### src/common/core_config.svh
`ifndef CORE_CONFIG_SVH
`define CORE_CONFIG_SVH

`define XLEN         32
`define REG_ADDR_W   5
`define NUM_REGS     32
`define IMM_W        16
`define OPC_W        6
`define WINDOW_SLOTS 3
`define ISSUE_LANES  2

// register-register ops
`define OPC_ADD  6'h01
`define OPC_SUB  6'h02
`define OPC_AND  6'h03
`define OPC_OR   6'h04
`define OPC_XOR  6'h05
`define OPC_SLT  6'h06
// immediate ops
`define OPC_ADDI 6'h08
`define OPC_ORI  6'h09
`define OPC_LUI  6'h0a

`endif

### src/common/core_pkg.sv
`include "core_config.svh"

package core_pkg;

	typedef struct packed {
		logic [`OPC_W-1:0]                          opc;
		logic [`REG_ADDR_W-1:0]                     rd;
		logic [`REG_ADDR_W-1:0]                     rs1;
		logic [`REG_ADDR_W-1:0]                     rs2;
		logic [`XLEN-`OPC_W-3*`REG_ADDR_W-1:0]      unused;
	} r_fmt_t;

	typedef struct packed {
		logic [`OPC_W-1:0]      opc;
		logic [`REG_ADDR_W-1:0] rd;
		logic [`REG_ADDR_W-1:0] rs;
		logic [`IMM_W-1:0]      imm;
	} i_fmt_t;

	typedef union packed {
		r_fmt_t r;
		i_fmt_t i;
	} instr_t;

	// second operand comes from the immediate field
	function automatic logic opc_is_imm(input logic [`OPC_W-1:0] opc);
		return (opc == `OPC_ADDI) || (opc == `OPC_ORI) || (opc == `OPC_LUI);
	endfunction

endpackage

### src/common/decoded_if.sv
`timescale 1ns/10ps
`include "core_config.svh"

interface decoded_if import core_pkg::*; ();

	// slot 0 is the older instruction
	logic [`ISSUE_LANES-1:0] vld;
	instr_t                  instr [`ISSUE_LANES];
	logic                    busy;

	modport dec (
		output vld,
		output instr,
		input  busy
	);

	modport win (
		input  vld,
		input  instr,
		output busy
	);

endinterface

### src/decode/pair_decoder.sv
`timescale 1ns/10ps
`include "core_config.svh"

module pair_decoder import core_pkg::*; (
	input  logic                  clk,
	input  logic                  rstn,
	input  logic                  i_pair_vld,
	input  logic [2*`XLEN-1:0]    i_pair,
	output logic                  o_pair_rdy,
	decoded_if.dec                dec
);

	instr_t in_word [`ISSUE_LANES];

	function automatic logic opc_valid(input logic [`OPC_W-1:0] opc);
		case (opc)
			`OPC_ADD, `OPC_SUB, `OPC_AND, `OPC_OR, `OPC_XOR, `OPC_SLT,
			`OPC_ADDI, `OPC_ORI, `OPC_LUI: return 1'b1;
			default: return 1'b0;
		endcase
	endfunction

	// upper word is the older instruction
	always_comb begin
		for (int d = 0; d < `ISSUE_LANES; d++) begin
			in_word[d] = i_pair[(`ISSUE_LANES-1-d)*`XLEN +: `XLEN];
		end
	end

	assign o_pair_rdy = ~dec.busy;

	always_ff @(posedge clk) begin
		if (!rstn) begin
			dec.vld <= '0;
		end else if (!dec.busy) begin
			for (int d = 0; d < `ISSUE_LANES; d++) begin
				dec.vld[d] <= i_pair_vld && opc_valid(in_word[d].r.opc);
			end
		end
	end

	// hold the pair while the window is full
	always_ff @(posedge clk) begin
		if (!dec.busy) begin
			dec.instr <= in_word;
		end
	end

endmodule

### src/flat_wrapper.sv
// flat-port wrapper written by rule: the top's interface ports become plain ports
module pair_decoder_flat import core_pkg::*;
  (clk, rstn, i_pair_vld, i_pair, o_pair_rdy, dec_vld, dec_instr, dec_busy);
  decoded_if dec_i ();
  input  logic clk;
  input  logic rstn;
  input  logic i_pair_vld;
  input  logic [2*`XLEN-1:0] i_pair;
  output logic o_pair_rdy;
  output wire logic [$bits(dec_i.vld)-1:0] dec_vld;
  output wire logic [$bits(dec_i.instr)-1:0] dec_instr;
  input wire logic [$bits(dec_i.busy)-1:0] dec_busy;
  assign dec_vld = dec_i.vld;
  assign dec_instr = {>>{dec_i.instr}};
  assign dec_i.busy = dec_busy;
  pair_decoder u_core (.clk(clk), .rstn(rstn), .i_pair_vld(i_pair_vld), .i_pair(i_pair), .o_pair_rdy(o_pair_rdy), .dec(dec_i));
endmodule
### config.mk
export PLATFORM = sky130hd
export DESIGN_NAME = pair_decoder_flat
export DESIGN_NICKNAME = d
export VERILOG_FILES = /design/src/common/core_pkg.sv /design/src/common/decoded_if.sv /design/src/decode/pair_decoder.sv /design/src/flat_wrapper.sv
export VERILOG_INCLUDE_DIRS = /design/src /design/src/common
export SDC_FILE = /design/constraint.sdc
export NUM_CORES = 1
export LEC_CHECK = 0
export BUFFER_PORTS_ARGS = -buffer_cell sky130_fd_sc_hd__buf_2
export CORE_MARGIN = 10
export CORE_UTILIZATION = 40
export CTS_BUF_LIST = sky130_fd_sc_hd__clkbuf_4 sky130_fd_sc_hd__clkbuf_8 sky130_fd_sc_hd__clkbuf_16
export DETAILED_ROUTE_END_ITERATION = 12
export PLACE_DENSITY = 0.89
export SLEW_MARGIN = 10
export SYNTH_ARGS = -nofsm -noshare
export SYNTH_HDL_FRONTEND = slang
export SYNTH_SLANG_ARGS = --single-unit
### constraint.sdc
create_clock -name clk -period 2.1 [get_ports clk]
set_clock_uncertainty 0.15 [all_clocks]
set_input_delay 0.105 -clock clk [delete_from_list [all_inputs] [get_ports clk]]
set_output_delay 0.105 -clock clk [all_outputs]
set_load 0.03 [all_outputs]
==> results.cfg <==
[status]
status = completed

[global_route]
grt_use_met3_pct = 10.1
grt_pass1_wl_um = 10400
grt_max_degree = 33
antenna_found_initial = 0
grt_overflow = 0
grt_use_total_pct = 16.2
grt_pass1_vias = 1893
grt_util_met1_pct = 16.3
met2_usage_pct = 27.4
grt_busiest_layer = met2

[floorplan]
core_area_mm2 = 0.00504
die_h_um = 91.8
fp-row-count = 26
initial_utilization_pct = 40.9
io_pins = 135
die-area_mm2 = 0.00842
die_x_um = 91.8

[clocking]
postCtsSetupRepairBufs = 0
cts.sinks = 66
clkTransAtPathRegs_ns = 0.08
root_buffer = clkbuf_8
numCtsBuffers = 9
worstSkewPairLatency_ns = 0.33
h-tree-depth = 3
cts_buffer_depth = 2
cts_tree = yes

[final_layout]
final_common_cell = buf_2
multiInputGateArea_um2 = 95.1
area_delta_synth_final_pct = 81.3
nNetsFinal = 359
drive_gt1_share_pct = 52.0
n_antenna_cell = 0
fillers = 310
seq_area_mm2 = 0.00196
final_cell_mix = buf_2, dlygate4sd3_1, edfxtp_1, clkbuf_8

[route]
drtIter0Drc = 81
vias = 1644
via_per_inst = 4.49
dr.pass1.iters = 4
wl_per_cell_um = 18.6
final_antenna_net_count = 0
drc = 0
wirelength_um = 6810

[setup_path]
reg2reg_slack_ns = 1.12
cp_max_fo = 3
cp.arrival_ns = 1.53
end_kind = flip-flop
path_class = input pin to flip-flop
worstPathRequired_ns = 2.18
setup.worst_path.start_class = input pin

[logic_synthesis]
yosysUniqueCellTypes = 9
ys_ff_latch = 66
syn_nets = 147
synth-seq-area-share_pct = 95.2
avgSynthCellArea_um2 = 26.1
syn_inst = 79
syn-cell-area_mm2 = 0.00206
synth_warnings = 0

[timing]
fin_hold_ws_ns = 0.0528
clock.fmax_mhz = 687
rsz0062_at_grt = no
fin_tns_setup_ns = 0
max_slew_margin_pct = 67.7
layout_min_cycle_time_ns = 1.46
drv_slew = 0
worst_pin_slew_ns = 0.478
setup_violations = 0
setup_slack_ns = 0.644
finalHoldViolCount = 0
finalCritPeriodShare_pct = 69.3

[placed_design]
post-place-ws_ns = 0.813
place_hpwl_um = 4380
place.gp.congestion = 0.710
io_buffers = 134

[power_and_ir_drop]
power.leakage_nw = 1.62
power_density_mw_per_mm2 = 899
vdd_drop_max_mv = 0.484

[worst_hold_path]
hold_path.class = input pin to flip-flop

[flow_run]
drv_cap = 0
## layer usage
metal	vias to the layer above	part of all wire [%]
li1	753	-
met1	779	37
met2	106	50
met3	6	13
met4	0	0.75
met5	-	0
## cell type report
cell class	instances	share of cell area [%]
Clock inverter	7	3.15
Multi-Input combinational cell	12	2.55
Tap cell	70	2.34
Inverter	1	0.100
Sequential cell	66	52.5
Timing Repair Buffer	201	36.0
Clock buffer	9	3.32
## flip-flops by register name, summed over array words and instances, names as in the netlist
signal / count
u_core.dec.vld: 2
u_core.dec.instr: 64
## worst max-delay path, cell delays in order
cell and delay (ns):
dlygate4sd3_1 0.53, buf_2 0.13, or4_1 0.53, a41o_1 0.23
## cells by family after synthesis
kind of cell / count (synthesis) / synth area share [%]
compound gates: 6 / 2.43
flops: 66 / 95.2
buf+inv: 1 / 0.182
simple gates: 6 / 2.19
## synth_stat cells (all sizes together)
cell type   n  area share, %
a21boi      2           0.73
a41o        2           0.97
and3        2           0.61
dfxtp       2            1.9
edfxtp     64             93
inv         1           0.18
nor4b       2           0.85
o211ai      2           0.73
or4         2           0.73
## power breakdown
part,total [mW],leakage (nW),switching (mW),internal (mW)
clock network,1.26,0.111,0.474,0.786
registers,1.58,0.643,0.0256,1.56
logic,0.520,0.865,0.323,0.197
total,3.36,1.62,0.822,2.54
## worst paths after layout
check                                        end                           start  depth (start not counted)
setup / recovery  u_core.dec.vld[1]$_SDFFE_PN0N_                      i_pair[27]                          4
hold / removal    u_core.dec.vld[0]$_SDFFE_PN0N_                        dec_busy                          3
setup reg to reg  u_core.dec.vld[1]$_SDFFE_PN0N_  u_core.dec.vld[1]$_SDFFE_PN0N_                          2
hold reg to reg   u_core.dec.vld[0]$_SDFFE_PN0N_  u_core.dec.vld[0]$_SDFFE_PN0N_                          2
## metrics by stage
step	total power, mW	instances	area (µm²)	utilization [%]
global placement	2.02	286	2850	56.6
finish	3.36	366	3740	74.1
detailed placement	2.03	286	2850	56.6
global route	3.48	366	3740	74.1
floorplan	1.85	79	2060	-
CTS	3.37	366	3740	74.1
## repair_timing
action	4_1_cts	5_1_grt
resized for setup	0	0
hold buffers	64	0
hold endpoints to repair	66	0
Power figures use the tool's default switching activity.
