==> config.mk <==
export PLATFORM = sky130hd
export DESIGN_NAME = alu_lane_flat
export DESIGN_NICKNAME = d
export VERILOG_FILES = /design/src/common/core_pkg.sv /design/src/common/issue_if.sv /design/src/alu_lane.sv /design/src/flat_wrapper.sv
export VERILOG_INCLUDE_DIRS = /design/src /design/src/common
export SDC_FILE = /design/constraint.sdc
export NUM_CORES = 1
export LEC_CHECK = 0
export ABC_AREA = 1
export BUFFER_PORTS_ARGS = -buffer_cell sky130_fd_sc_hd__buf_2
export CAP_MARGIN = 25
export CORE_ASPECT_RATIO = 2
export CORE_MARGIN = 3
export CORE_UTILIZATION = 39
export CTS_CLUSTER_DIAMETER = 150
export DETAILED_ROUTE_END_ITERATION = 7
export HOLD_SLACK_MARGIN = 0.02
export PLACE_DENSITY = 0.58
export SLEW_MARGIN = 40
export SYNTH_ARGS = -nofsm -noshare
export SYNTH_HDL_FRONTEND = slang
export SYNTH_SLANG_ARGS = --single-unit
==> constraint.sdc <==
create_clock -name clk -period 2.5 [get_ports clk]
set_clock_uncertainty 0.15 [all_clocks]
set_input_delay 0.125 -clock clk [delete_from_list [all_inputs] [get_ports clk]]
set_output_delay 0.125 -clock clk [all_outputs]
set_load 0.1 [all_outputs]
==> src/common/core_config.svh <==
`ifndef CORE_CONFIG_SVH
`define CORE_CONFIG_SVH

`define XLEN         32
`define REG_ADDR_W   5
`define NUM_REGS     32
`define IMM_W        16
`define OPC_W        6
`define WINDOW_SLOTS 3
`define ISSUE_LANES  2

// register-register ops
`define OPC_ADD  6'h01
`define OPC_SUB  6'h02
`define OPC_AND  6'h03
`define OPC_OR   6'h04
`define OPC_XOR  6'h05
`define OPC_SLT  6'h06
// immediate ops
`define OPC_ADDI 6'h08
`define OPC_ORI  6'h09
`define OPC_LUI  6'h0a

`endif

==> src/common/core_pkg.sv <==
`include "core_config.svh"

package core_pkg;

	typedef struct packed {
		logic [`OPC_W-1:0]                          opc;
		logic [`REG_ADDR_W-1:0]                     rd;
		logic [`REG_ADDR_W-1:0]                     rs1;
		logic [`REG_ADDR_W-1:0]                     rs2;
		logic [`XLEN-`OPC_W-3*`REG_ADDR_W-1:0]      unused;
	} r_fmt_t;

	typedef struct packed {
		logic [`OPC_W-1:0]      opc;
		logic [`REG_ADDR_W-1:0] rd;
		logic [`REG_ADDR_W-1:0] rs;
		logic [`IMM_W-1:0]      imm;
	} i_fmt_t;

	typedef union packed {
		r_fmt_t r;
		i_fmt_t i;
	} instr_t;

	// second operand comes from the immediate field
	function automatic logic opc_is_imm(input logic [`OPC_W-1:0] opc);
		return (opc == `OPC_ADDI) || (opc == `OPC_ORI) || (opc == `OPC_LUI);
	endfunction

endpackage

==> src/common/issue_if.sv <==
`timescale 1ns/10ps
`include "core_config.svh"

interface issue_if import core_pkg::*; ();

	logic                   vld;
	instr_t                 instr;
	// zero when nothing is written
	logic [`REG_ADDR_W-1:0] dest;

	modport win (
		output vld,
		output instr,
		output dest
	);

	modport lane (
		input vld,
		input instr,
		input dest
	);

endinterface

==> src/alu_lane.sv <==
`timescale 1ns/10ps
`include "core_config.svh"

module alu_lane import core_pkg::*; (
	input  logic                   clk,
	input  logic                   rstn,
	issue_if.lane                  iss,
	output logic [`REG_ADDR_W-1:0] o_rd_addr [2],
	input  logic [`XLEN-1:0]       i_rd_data [2],
	output logic                   o_wb_vld,
	output logic [`REG_ADDR_W-1:0] o_wb_addr,
	output logic [`XLEN-1:0]       o_wb_data
);

	logic [`IMM_W-1:0]      imm;
	logic [`XLEN-1:0]       imm_ext;
	logic                   ex_vld;
	logic [`OPC_W-1:0]      ex_opc;
	logic [`REG_ADDR_W-1:0] ex_dest;
	logic [`XLEN-1:0]       ex_a;
	logic [`XLEN-1:0]       ex_b;
	logic [`XLEN-1:0]       result;

	assign o_rd_addr[0] = iss.instr.r.rs1;
	assign o_rd_addr[1] = iss.instr.r.rs2;
	assign imm = iss.instr.i.imm;

	always_comb begin
		case (iss.instr.i.opc)
			`OPC_ADDI: imm_ext = {{(`XLEN-`IMM_W){imm[`IMM_W-1]}}, imm};
			`OPC_LUI:  imm_ext = {imm, {(`XLEN-`IMM_W){1'b0}}};
			default:   imm_ext = {{(`XLEN-`IMM_W){1'b0}}, imm};
		endcase
	end

	always_ff @(posedge clk) begin
		if (!rstn) begin
			ex_vld <= 1'b0;
			o_wb_vld <= 1'b0;
		end else begin
			ex_vld <= iss.vld;
			o_wb_vld <= ex_vld && (ex_dest != '0);
		end
	end

	// operands captured on issue
	always_ff @(posedge clk) begin
		if (iss.vld) begin
			ex_opc <= iss.instr.r.opc;
			ex_dest <= iss.dest;
			ex_a <= i_rd_data[0];
			ex_b <= opc_is_imm(iss.instr.r.opc) ? imm_ext : i_rd_data[1];
		end
	end

	always_comb begin
		case (ex_opc)
			`OPC_ADD, `OPC_ADDI: result = ex_a + ex_b;
			`OPC_SUB:            result = ex_a - ex_b;
			`OPC_AND:            result = ex_a & ex_b;
			`OPC_OR, `OPC_ORI:   result = ex_a | ex_b;
			`OPC_XOR:            result = ex_a ^ ex_b;
			`OPC_SLT:            result = {{(`XLEN-1){1'b0}}, $signed(ex_a) < $signed(ex_b)};
			`OPC_LUI:            result = ex_b;
			default:             result = '0;
		endcase
	end

	always_ff @(posedge clk) begin
		if (ex_vld) begin
			o_wb_addr <= ex_dest;
			o_wb_data <= result;
		end
	end

endmodule

==> src/flat_wrapper.sv <==
// flat-port wrapper written by rule: the top's interface ports become plain ports
module alu_lane_flat import core_pkg::*;
  (clk, rstn, o_rd_addr, i_rd_data, o_wb_vld, o_wb_addr, o_wb_data, iss_vld, iss_instr, iss_dest);
  issue_if iss_i ();
  input  logic clk;
  input  logic rstn;
  output logic [`REG_ADDR_W-1:0] o_rd_addr[2];
  input  logic [`XLEN-1:0] i_rd_data[2];
  output logic o_wb_vld;
  output logic [`REG_ADDR_W-1:0] o_wb_addr;
  output logic [`XLEN-1:0] o_wb_data;
  input wire logic [$bits(iss_i.vld)-1:0] iss_vld;
  input wire logic [$bits(iss_i.instr)-1:0] iss_instr;
  input wire logic [$bits(iss_i.dest)-1:0] iss_dest;
  assign iss_i.vld = iss_vld;
  assign iss_i.instr = iss_instr;
  assign iss_i.dest = iss_dest;
  alu_lane u_core (.clk(clk), .rstn(rstn), .iss(iss_i), .o_rd_addr(o_rd_addr), .i_rd_data(i_rd_data), .o_wb_vld(o_wb_vld), .o_wb_addr(o_wb_addr), .o_wb_data(o_wb_data));
endmodule
==> metrics.txt <==
status=complete, but fails checks; failing checks=hold timing; Hold Path Stages=3; FF-to-FF End=u_core.o_wb_data[16]; number of global-route vias before repair=between 10,000 and 15,000; final hold violations=1; register area=0.003405 mm2; RePlAce Congestion=around 1.1; placed wire-length estimate=about 36 mm; cells on worst reg2reg path=12; max-slew violations=0; minimum clock period=2.462 ns; RSZ-0062 raised after global routing=true; DRT antenna net count=0; Die Wd=approximately 120 um; # nets final=between 2,000 and 2,500; I/O Pins=about 150; share of cells above drive strength 1=0.2838; WL final=roughly 46 mm; CP Class=reg -> reg; CP startpoint kind=flip-flop; Worst-path clk slew=0.06 ns; Seq/Total Area, Yosys=0.3205; total number of vias=12,010; PD cells=about 540 mW/mm2; CP Cell Sequence=buf_6, buf_4, ha_1, inv_2, nand2_2, a21oi_2, buf_4, nor2_2, nor2_2, nand3_2, nand3_2, nand4_1; Slew Limit Headroom=0.4574; Required @ worst endpoint=2.52 ns; Placement Setup Slack=-0.2947 ns; Port Buffers=136; final setup fails=0; final core utilization=0.5768; Least-Margin Pin Slew=a little over 0.8 ns; CP max FO=3; worst r2r src=u_core.ex_b[9]; largest net degree at the start of global routing=43; Final Worst Setup Slack=0.03831 ns; grt ovf=0; initial antenna violation count=4; Max clock buf depth=2; DR vias/cell=around 5.1; Hold Crit Class=in -> reg; yosys warns=0; FF+latch count, synth=114; TritonCTS clock tree=built; die area=0.02937 mm2; start point of the worst hold path=iss_instr[11]; critical path endpoint category=flip-flop; Async SR Flop Fraction=0; Starting Density=0.3994; Main synth FF type=edfxtp_1; drt wl/cell=19.67 um; FF-to-FF setup slack=around 0.038 ns; Num CTS Buffers=17; slowest stage delay, CP=about 0.53 ns; Lkg Pwr=roughly 7.9 nW; Mapped Area=0.01062 mm2; die height=239.4 um; max cap viols=0; Period Utilization, post-route=0.9847; Root Driver=clkbuf_16; crit path max-delay cell type=edfxtp_1; clock latency on the worst-skew pair=around 0.45 ns; Netlist cell types=42; DRC viols=0; Syn Inst Count=roughly 1,600; worst hold path endpoint=u_core.ex_b[11]; synth-to-layout area growth=44.42%; multi-input logic area=about 0.0063 mm2; first-pass GRT wire length=about 67 mm; gr usage total=0.3140; Fmax=406.2 MHz; DRT Pass-1 Iters=5; total power draw=just over 0.008 W; htree depth=4; initial drt markers=between 600 and 700; syn nets=around 1,800; crit path DAT=2.49 ns; Avg Inst Size Synth=6.808 um2; Fillers=about 2,600; Hold WS=-0.02496 ns; clk sinks=114; Peak supply drop=about 540 uV; row count=84; Post-synth EDFFs=112; core area=between 0.02 and 0.03 mm2
-- Yosys cell counts (11+ instances only) --
cell type    n  share of area
o21ai_0     47          0.022
nand2_1    455           0.16
o22ai_1     39          0.023
buf_4       15          0.011
nand4_1     11         0.0065
a21oi_1     66          0.031
ha_1       104           0.12
buf_2       29          0.014
o211ai_1    18          0.013
inv_1      321           0.11
edfxtp_1   112           0.32
nor2_1     114          0.040
nand3_1    151          0.071
-- registers in the layout (all words and copies together) (netlist names) --
| register | count |
|---|---|
| u_core.ex_vld | 1 |
| u_core.o_wb_data | 32 |
| u_core.o_wb_vld | 1 |
| u_core.o_wb_addr | 5 |
| u_core.ex_b | 32 |
| u_core.ex_dest | 5 |
| u_core.ex_a | 32 |
| u_core.ex_opc | 6 |
-- cell families (layout without fill, tap and decap cells) --
| logic type | count (synthesis) | after routing | synth area share |
|---|---|---|---|
| other | 0 | 2 | 0 |
| flip-flops | 114 | 114 | 0.3205 |
| AO/OA/AOI/OAI | 199 | 199 | 0.1097 |
| AND/OR/NAND/NOR | 758 | 758 | 0.2972 |
| adder cells (fa/ha/maj) | 106 | 106 | 0.1263 |
| buffers and inverters | 383 | 814 | 0.1463 |
-- layout by cell type (no fill, tap or decap), types with 18 or more instances in the layout --
master	netlist	layout
buf_4	15	225
nand3_2	1	18
nand2_2	3	30
inv_1	321	306
nand3_1	151	131
dlygate4sd3_1	0	91
a21oi_1	66	46
o22ai_1	39	39
inv_2	3	18
nor2_2	5	24
buf_2	29	135
o21ai_0	47	40
ha_1	104	78
o211ai_1	18	18
a21oi_2	1	20
nor2_1	114	87
nand2_1	455	424
edfxtp_1	112	112
-- power breakdown --
part,switching (W),internal [W]
sequential,0.000107,0.00228
clock,0.00101,0.00127
combinational,0.00226,0.00136
total,0.00338,0.00491
-- how the worst max path moves through the flow --
stage,startpoint,to,depth (start not counted)
floorplan,u_core.ex_b[0],u_core.o_wb_data[8],10
global placement,u_core.ex_b[9],u_core.o_wb_data[18],13
detailed placement,u_core.ex_b[9],u_core.o_wb_data[18],13
CTS,u_core.ex_b[9],u_core.o_wb_data[28],11
global route,u_core.ex_a[19],u_core.o_wb_data[28],13
finish,u_core.ex_b[9],u_core.o_wb_data[16],12
-- layout make-up --
| type | count | area share |
|---|---|---|
| flip-flops and latches | 114 | 0.2220 |
| diodes | 2 | 0.0003263 |
| clock inverters | 13 | 0.006771 |
| inverters | 325 | 0.07954 |
| multi-input cells | 1063 | 0.4138 |
| repair buffers | 458 | 0.2216 |
| clock buffers | 18 | 0.02798 |
| well taps | 344 | 0.02806 |
-- layer usage --
layer | vias to the layer above | wire length [um] | GRT usage
met5 | - | 33 | 0
met4 | 4 | 5608 | 0.3256
met3 | 201 | 2073 | 0.05766
met2 | 464 | 24250 | 0.5673
met1 | 5519 | 14000 | 0.2703
li1 | 5818 | - | -
-- stage by stage --
stage          area [um2]  std cells  setup TNS, ns
2_1_floorplan       10620       1560              0
3_3_place_gp        13120       2203         -2.367
3_5_place_dp        13120       2203         -2.529
4_1_cts             14720       2328              0
5_1_grt             15330       2335        -0.1777
6_report            15340       2337              0
-- repair_timing --
item,CTS,global route
hold buffers,91,0
pin swaps,2,27
endpoints found under the hold margin,105,0
resized for setup,37,149
gates cloned,0,0
setup endpoints to repair,22,25
setup buffers,3,7
-- worst max-delay path, delay by kind of cell (launching register included) --
| kind | cells | cell delay, ns |
|---|---|---|
| AO/OA/AOI/OAI | 1 | 0.20 |
| adder cells (fa/ha/maj) | 1 | 0.20 |
| buffers and inverters | 4 | 0.51 |
| flip-flops | 1 | 0.53 |
| AND/OR/NAND/NOR | 6 | 0.59 |
No activity file was read; power rests on OpenSTA's default activity.
