## src/common/core_config.svh

```systemverilog
`ifndef CORE_CONFIG_SVH
`define CORE_CONFIG_SVH

`define XLEN         32
`define REG_ADDR_W   5
`define NUM_REGS     32
`define IMM_W        16
`define OPC_W        6
`define WINDOW_SLOTS 3
`define ISSUE_LANES  2

// register-register ops
`define OPC_ADD  6'h01
`define OPC_SUB  6'h02
`define OPC_AND  6'h03
`define OPC_OR   6'h04
`define OPC_XOR  6'h05
`define OPC_SLT  6'h06
// immediate ops
`define OPC_ADDI 6'h08
`define OPC_ORI  6'h09
`define OPC_LUI  6'h0a

`endif

```

## src/issue/scoreboard.sv

```systemverilog
`timescale 1ns/10ps
`include "core_config.svh"

module scoreboard (
	input  logic                    clk,
	input  logic                    rstn,
	input  logic [`ISSUE_LANES-1:0] i_set_vld,
	input  logic [`REG_ADDR_W-1:0]  i_set_addr [`ISSUE_LANES],
	input  logic                    i_wb0_vld,
	input  logic [`REG_ADDR_W-1:0]  i_wb0_addr,
	input  logic                    i_wb1_vld,
	input  logic [`REG_ADDR_W-1:0]  i_wb1_addr,
	output logic [`NUM_REGS-1:0]    o_pending
);

	logic [`NUM_REGS-1:0] pend_nxt;

	always_comb begin
		pend_nxt = o_pending;
		if (i_wb0_vld) begin
			pend_nxt[i_wb0_addr] = 1'b0;
		end
		if (i_wb1_vld) begin
			pend_nxt[i_wb1_addr] = 1'b0;
		end
		// set wins over clear
		for (int l = 0; l < `ISSUE_LANES; l++) begin
			if (i_set_vld[l]) begin
				pend_nxt[i_set_addr[l]] = 1'b1;
			end
		end
		pend_nxt[0] = 1'b0;
	end

	always_ff @(posedge clk) begin
		if (!rstn) begin
			o_pending <= '0;
		end else begin
			o_pending <= pend_nxt;
		end
	end

endmodule

```

## config.mk

```make
export PLATFORM = sky130hd
export DESIGN_NAME = scoreboard
export DESIGN_NICKNAME = d
export VERILOG_FILES = /design/src/issue/scoreboard.sv
export VERILOG_INCLUDE_DIRS = /design/src /design/src/common
export SDC_FILE = /design/constraint.sdc
export NUM_CORES = 1
export LEC_CHECK = 0
export CAP_MARGIN = 0
export CORE_AREA = 2 2 100 83
export DETAILED_ROUTE_END_ITERATION = 12
export DIE_AREA = 0 0 102 85
export DONT_BUFFER_PORTS = 1
export SYNTH_ARGS = -nofsm -noshare
export SYNTH_HDL_FRONTEND = slang
export SYNTH_SLANG_ARGS = --single-unit
```

## constraint.sdc

```tcl
create_clock -name clk -period 1.2 [get_ports clk]
set_input_delay 0.06 -clock clk [delete_from_list [all_inputs] [get_ports clk]]
set_output_delay 0.06 -clock clk [all_outputs]
set_load 0.1 [all_outputs]
```

==> flow_summary.ini, run 1 <==
[setup_path]
slowest_delay_ps = 350
worstReg2RegEnd = o_pending[30]$_SDFF_PN0_
rr_worst_depth = 3
r2r-start = o_pending[30]$_SDFF_PN0_
critPathMaxFanout = 2
rrSetupSlack_ps = 340
worst_ep_required_time_ps = 1140
cp-start-kind = flip-flop
critical_path_class = flip-flop to primary output
slowest_stage = dfxtp_2
cp_num_cells = 1
end_kind = primary output
critPathTopFamily = flip-flops
crit_end = o_pending[3]
cp-startpoint = o_pending[3]$_SDFF_PN0_
crit_buf_inv = 1
critPathArrivalTime_ps = 910
path_cells = buf_4

[global_route]
track_usage_pct = 15.5
grt_pass1_wl_mm = 10.1
grt_pass1_vias = 1834
antenna_found_initial = 0
grt_max_degree = 30
grt_overflow = 0

[cells_and_area]
syn2layout_area_growth_pct = 26.5
largestRegisters = o_pending (31)
largest_register_ffs = 31
top_register = o_pending
final_cell_mix = 36 x buf_4, 31 x o221ai_1, 31 x a21boi_1, 31 x dfxtp_2, 23 x a22oi_1
nets = 244
final_common_cell = buf_4
layout-drive-gt1-share_pct = 36.5
antennaDiodeCount = 0

[worst_hold_path]
hp-class = input port to flip-flop

[drt]
drc_errors = 0
vias = 1898
drt_iter0_markers = 215
dr.pass1.iters = 4
wl_mm = 6.77
routedWlPerCell_um = 20.7
ant_nets = 0
vias_per_cell = 5.80

[sta]
period_share_pct = 81.1
rsz0062_at_grt = false
maxClockFrequency_mhz = 1030
timing.final.max_slew_violations = 0
finClkSkew_ps = 0
slew_headroom_pct = 41.3
hold_viol_final = 0
fin_crit_ps = 973
worst_pin_slew_ps = 880
setup_tns_ps = 0
setup_viol = 0

[clock_network]
clockBufferDepth = 2
cts_tree = done
htreeDepth = 2
post-cts-setup-buffers = 0
cts.sinks = 31
path_clk_slew_ps = 60
numCtsBuffers = 5
cts_root_buffer = clkbuf_8
insertion_delay_ps = 280

[run]
cap_violations = 0

[synthesis]
avgSynthCellArea_um2 = 9.83
yosys_register_bits = 31
ys_types = 26
netlist_area_um2 = 1860
yosysWarnings = 0
ys_seq_area_share_pct = 33.4
syn_inst = 189
syn_nets = 215

[power]
vdd_drop_max_v = 0.000355
power_density_nw_per_um2 = 989
leakagePower_nw = 0.788
power.total_w = 0.00233

[floorplan]
die_x_um = 102
die_area_um2 = 8670
num_io_pins = 58
core_area_um2 = 7690
start_util_pct = 24.2
rows = 29
die_y_um = 85

[placement]
dp_hpwl_mm = 5.05
gp_congestion = 0.844
io_buffer_count = 0

[outcome]
outcome = finished, final reports clean
## synthesized netlist by cell type
cell type / count / area share (%)
a21boi_1: 31 / 13
a22oi_1: 23 / 9.3
a32oi_1: 8 / 3.8
and2_1: 1 / 0.34
and4_1: 2 / 0.94
and4b_1: 6 / 3.2
and4bb_1: 3 / 2.0
and4bb_2: 3 / 2.0
buf_1: 2 / 0.40
buf_2: 4 / 1.1
buf_4: 1 / 0.40
clkbuf_1: 10 / 2.0
conb_1: 1 / 0.20
dfxtp_1: 31 / 33
nand2_1: 2 / 0.40
nand2b_1: 4 / 1.3
nand4_1: 2 / 0.67
nand4b_1: 6 / 2.8
nand4bb_1: 6 / 3.6
nor2_1: 2 / 0.40
nor2b_1: 4 / 1.3
nor4b_1: 2 / 0.94
o221ai_1: 31 / 15
or2_0: 1 / 0.34
or2_1: 1 / 0.34
or4b_4: 2 / 1.5
## final cells by class
class                           instances  area [µm²]
Clock inverter                          1        5.00
Sequential cell                        31         659
Timing Repair Buffer                   39         305
Multi-Input combinational cell        141        1170
Tap cell                              108         135
Clock buffer                            7        76.3
Fill cell                             850        5340
## worst min path at each step
| stage | from | endpoint | slack, ps | cells past startpoint |
|---|---|---|---|---|
| after detailed placement | rstn | o_pending[6]$_SDFF_PN0_ | 220 | 1 |
| after CTS | i_set_addr[1] | o_pending[11]$_SDFF_PN0_ | 2 | 2 |
| final | i_set_addr[1] | o_pending[11]$_SDFF_PN0_ | 3 | 2 |
| after floorplan | rstn | o_pending[9]$_SDFF_PN0_ | 210 | 1 |
| after global routing | i_set_addr[1] | o_pending[11]$_SDFF_PN0_ | 10 | 2 |
| after global placement | rstn | o_pending[28]$_SDFF_PN0_ | 220 | 1 |
## through the flow
| step | hold slack, ps | util (%) | cells | worst slack (ps) | area (µm²) |
|---|---|---|---|---|---|
| finish | 2.80 | 30.6 | 327 | 227 | 2350 |
| global placement | 216 | 29.0 | 316 | 199 | 2230 |
| floorplan | 211 | - | 189 | 133 | 1900 |
| detailed placement | 217 | 29.0 | 316 | 157 | 2230 |
| global route | 10.8 | 30.6 | 327 | 201 | 2350 |
| CTS | 1.62 | 30.4 | 327 | 6.38 | 2340 |
## metal layers
metal  vias to the layer above  wire length (µm)  GRT usage (%)
met3                         9              1140           7.08
met4                         0               116           6.67
met5                         -                 0              0
li1                        870                 -              -
met1                       898              2600           20.8
met2                       121              2920           21.4
## report_power, final
part / internal [W] / switching (W)
combinational: 0.000136 / 0.000349
clock: 0.000406 / 0.000361
sequential: 0.00106 / 0.0000157
total: 0.00160 / 0.000725
## repair_timing
action                                 in CTS  in global routing
hold buffers                                3                  1
endpoints found under the hold margin      31                  1
gates resized for setup                     0                  4
setup endpoints to repair                   0                 31
## logic make-up (layout without fill, tap and decap cells)
kind of cell    Yosys count  after routing  share of synthesized area (%)
compound gates           93             93                           40.2
other cells               1              1                          0.202
flops                    31             31                           33.4
simple gates             47             47                           22.3
buf+inv                  17             47                           3.91
No activity file was read; power rests on OpenSTA's default activity.
==> run 2: changes to the inputs <==
Clock period 1.2 ns to 0.8 ns, I/O delays scaled along.
==> run 2 against run 1 <==
Against the previous run:
- the run now ends with hold timing, setup timing left
- first-iteration DRC count up 12%
- core utilization up 9.0 points
- sequential share of layout area down 3.8 points
- count of clock-buffer cells in the layout down 1
- die area unchanged
- cell count up 6.4%
- non-clock buffer count up 21
- total power up 53%
- clock power up 49%
- worst setup slack worse by 300 ps
==> flow_summary.ini, run 2 (synthesis results as in run 1) <==
[drt]
drt_iter0_markers = 240
vias_per_cell = 5.73
vias = 1993
ant_nets = 0
routedWlPerCell_um = 19.8
drc_errors = 0
wl_mm = 6.90
dr.pass1.iters = 5

[placement]
dp_slack_ps = -207
io_buffer_count = 0
gp_congestion = 0.824
dp_hpwl_mm = 5.15

[sta]
rsz0062_at_grt = true
fin_crit_ps = 873
setup_slack_ps = -73.3
hold_viol_final = 31
slew_headroom_pct = 58.7
setup_viol = 31
setup_tns_ps = -1520
hold-worst-slack_ps = -98.8
worst_pin_slew_ps = 619
timing.final.max_slew_violations = 0
maxClockFrequency_mhz = 1150
period_share_pct = 109
finClkSkew_ps = 0

[setup_path]
critPathTopFamily = flip-flops
critPathMaxFanout = 2
path_cells = buf_12
r2r-start = o_pending[27]$_SDFF_PN0_
worst_ep_required_time_ps = 760
cp-startpoint = o_pending[10]$_SDFF_PN0_
cp_num_cells = 1
cp-start-kind = flip-flop
critPathArrivalTime_ps = 830
rrSetupSlack_ps = 30
worstReg2RegEnd = o_pending[27]$_SDFF_PN0_
end_kind = primary output
crit_buf_inv = 1
slowest_stage = dfxtp_4
critical_path_class = flip-flop to primary output
crit_end = o_pending[10]
rr_worst_depth = 3
slowest_delay_ps = 380

[global_route]
track_usage_pct = 16.0
grt_pass1_vias = 1842
grt_overflow = 0
antenna_found_initial = 0
grt_max_degree = 32
grt_pass1_wl_mm = 10.4

[cells_and_area]
layout-drive-gt1-share_pct = 47.5
fill_cells = 750
nets = 265
antennaDiodeCount = 0
top_register = o_pending
syn2layout_area_growth_pct = 63.8
final_cell_mix = 31 x a21boi_1, 31 x dfxtp_4, 31 x buf_12
largestRegisters = o_pending (31)
largest_register_ffs = 31

[clock_network]
cts_tree = done
htreeDepth = 2
clockBufferDepth = 2
path_clk_slew_ps = 60
cts.sinks = 31
numCtsBuffers = 5
cts_root_buffer = clkbuf_8
insertion_delay_ps = 280

[floorplan]
die_x_um = 102
core_area_um2 = 7690
die_y_um = 85
num_io_pins = 58
rows = 29
die_area_um2 = 8670
start_util_pct = 24.2

[power]
clock_power_share_pct = 32.1
pwr-share-seq_pct = 43.6
power_density_nw_per_um2 = 1170
power.switching_w = 0.00113
leakagePower_nw = 0.963
vdd_drop_max_v = 0.000590
p_int_w = 0.00243
power_frac_comb_pct = 24.4
swShare_pct = 31.7

[worst_hold_path]
min_delay_path_depth = 1
hp-class = input port to flip-flop

[outcome]
outcome = finished, violations left
violations = hold timing, setup timing

[run]
cap_violations = 0
-- run 2: changes by cell type in the layout (fill, tap and decap cells not counted), sizes merged --
cell / delta
buf: +24
clkinv: +1
clkbuf: -1
dlymetal6s4s: -2
dlygate4sd3: -1
-- run 2: area by class of cell --
| cell class | instances | area, µm² | share of cell area, % |
|---|---|---|---|
| clock buffers | 6 | 72.6 | 2.38 |
| clock inverters | 2 | 7.51 | 0.247 |
| multi-input cells | 141 | 1250 | 40.9 |
| flip-flops and latches | 31 | 737 | 24.2 |
| well taps | 108 | 135 | 4.44 |
| repair buffers | 60 | 846 | 27.8 |
-- run 2: timing repair --
item	4_1_cts	5_1_grt
endpoints found under the setup margin	31	34
setup buffers	12	1
endpoints found under the hold margin	31	31
pin swaps	2	3
resized for setup	93	5
-- run 2: per-stage QoR --
stage / total power [W] / area, µm² / util, % / instances
3_5_place_dp: 0.00229 / 2450 / 31.9 / 327
3_3_place_gp: 0.00230 / 2450 / 31.9 / 327
6_report: 0.00356 / 3040 / 39.6 / 348
4_1_cts: 0.00358 / 3010 / 39.1 / 347
2_1_floorplan: 0.00215 / 2040 / - / 189
5_1_grt: 0.00370 / 3040 / 39.6 / 348
-- run 2: worst min path at each step --
stage	startpoint	end
detailed placement	rstn	o_pending[4]$_SDFF_PN0_
global placement	rstn	o_pending[1]$_SDFF_PN0_
floorplan	rstn	o_pending[9]$_SDFF_PN0_
global route	rstn	o_pending[31]$_SDFF_PN0_
CTS	rstn	o_pending[4]$_SDFF_PN0_
finish	rstn	o_pending[9]$_SDFF_PN0_
-- run 2: layer usage --
layer	share of wire (%)	up-vias	track usage, %
met5	0	-	0
met4	0.70	0	4.00
met3	13	8	6.26
met2	42	114	22.0
met1	44	956	23.1
li1	-	915	-
-- run 2: power by group through the flow --
stage,Sequential [W],Clock (W),Combinational [W]
6_report,0.00155,0.00114,0.000867
5_1_grt,0.00155,0.00125,0.000902
4_1_cts,0.00155,0.00118,0.000848
3_5_place_dp,0.00157,0,0.000729
3_3_place_gp,0.00157,0,0.000728
2_1_floorplan,0.00183,0,0.000321
==> run 3: changes to the inputs <==
Settings changed: MAX_ROUTING_LAYER set to met4, PLACE_DENSITY set to 0.48.
Clock period 0.8 ns to 1 ns, I/O delays scaled along.
==> run 3 against run 2 <==
Against the previous run:
- the flow finishes with violations (hold timing)
- sequential share of layout area is 6.6 points higher
- worst hold slack better by 11 ps
- cell count is 6.9% lower
- highest routed layer unchanged
- largest power group unchanged
- sequential cell count unchanged
==> flow_summary.ini, run 3 (synthesis results as in run 1) <==
[outcome]
outcome = finished, violations left
violations = hold timing

[setup_path]
cp-startpoint = o_pending[26]$_SDFF_PN0_
cp-start-kind = flip-flop
crit_buf_inv = 1
crit_end = o_pending[26]
critical_path_class = flip-flop to primary output
rr_worst_depth = 2
slowest_delay_ps = 350
end_kind = primary output
critPathTopFamily = flip-flops
critPathMaxFanout = 2
r2r-start = o_pending[26]$_SDFF_PN0_
worst_ep_required_time_ps = 950
path_cells = buf_4
critPathArrivalTime_ps = 920
cp_num_cells = 1
worstReg2RegEnd = o_pending[26]$_SDFF_PN0_
slowest_stage = dfxtp_4
rrSetupSlack_ps = 280

[clock_network]
cts.sinks = 31
cts_root_buffer = clkbuf_8
cts_tree = done
path_clk_slew_ps = 60
insertion_delay_ps = 280
numCtsBuffers = 5
clockBufferDepth = 2
htreeDepth = 2
cts_resized = 0

[drt]
ant_nets = 0
drt-met1-wl_mm = 3.18
drt_iter0_markers = 149
top_layer = met4
route.met3.wl_um = 790
vias_per_cell = 5.78
drc_errors = 0
dr.pass1.iters = 4
met2_length_mm = 2.85
vias = 1872
wl_mm = 6.89
routedWlPerCell_um = 21.3

[sta]
finClkSkew_ps = 0
setup_tns_ps = 0
hold-worst-slack_ps = -87.5
rsz0062_at_grt = false
hold_viol_final = 31
slew_headroom_pct = 55.5
timing.final.max_slew_violations = 0
setup_viol = 0
period_share_pct = 96.8
worst_pin_slew_ps = 667
fin_crit_ps = 968
setup_slack_ps = 32.2
maxClockFrequency_mhz = 1030

[floorplan]
num_io_pins = 58
die_y_um = 85
die_area_um2 = 8670
core_area_um2 = 7690
rows = 29
die_x_um = 102
start_util_pct = 24.2

[run]
cap_violations = 0

[cells_and_area]
ff_latch_area_um2 = 737
final_cell_mix = 36 x buf_4, 31 x o221ai_1, 31 x a21boi_1, 31 x dfxtp_4, 23 x a22oi_1
antennaDiodeCount = 0
largestRegisters = o_pending (31)
fill_cells = 834
fin_cells = 324
layout-drive-gt1-share_pct = 36.1
multi_input_area_um2 = 1160
largest_register_ffs = 31
final_util_pct = 31.1
nets = 241
final_common_cell = buf_4
syn2layout_area_growth_pct = 28.6
top_register = o_pending

[placement]
dp_hpwl_mm = 5.25
dp.cells = 316
dp_slack_ps = -44.8
gp_congestion = 0.832
io_buffer_count = 0

[global_route]
track_usage_pct = 16.1
grt_max_degree = 32
grt_overflow = 0
grt_pass1_vias = 1742
antenna_found_initial = 0
grt_pass1_wl_mm = 10.1

[power]
leakagePower_nw = 0.756
power_density_nw_per_um2 = 1140
vdd_drop_max_v = 0.000430

[worst_hold_path]
hp-class = input port to flip-flop
## run 3: repair_timing
item / 4_1_cts / 5_1_grt
setup endpoints to repair: 0 / 0
setup buffers: 0 / 0
endpoints found under the hold margin: 31 / 31
## run 3: report_power, final
group          internal, W  switching [W]
clock network     0.000487       0.000449
registers          0.00120      0.0000181
logic             0.000152       0.000407
total              0.00184       0.000874
## run 3: worst min path at each step
stage               from                        to  slack, ps  depth (start not counted)
floorplan           rstn   o_pending[9]$_SDFF_PN0_        200                          1
global placement    rstn   o_pending[3]$_SDFF_PN0_        200                          1
detailed placement  rstn   o_pending[7]$_SDFF_PN0_        200                          1
CTS                 rstn  o_pending[31]$_SDFF_PN0_        -90                          1
global route        rstn  o_pending[13]$_SDFF_PN0_       -100                          1
finish              rstn   o_pending[7]$_SDFF_PN0_        -90                          1
## run 3: metal layers
metal	GRT usage, %	vias to the layer above
met5	-	-
met2	21.8	97
li1	-	865
met3	4.70	6
met1	23.2	904
met4	4.00	0
## run 3: area by class of cell
class,instances,share of cell area (%)
timing repair buffer,36,11.3
clock buffer,7,3.20
multi-input combinational,141,48.8
clock inverter,1,0.210
tap,108,5.66
sequential,31,30.9
## run 3: worst register-to-register path, stage by stage (launching register included)
cell and delay [ps]:
dfxtp_4 350, o221ai_1 130, a21boi_1 170
## run 3: through the flow
step	instance area, µm²	power [W]
final	2390	0.00272
after global routing	2390	0.00283
after CTS	2390	0.00273
after detailed placement	2310	0.00180
after global placement	2310	0.00181
after floorplan	1970	0.00171
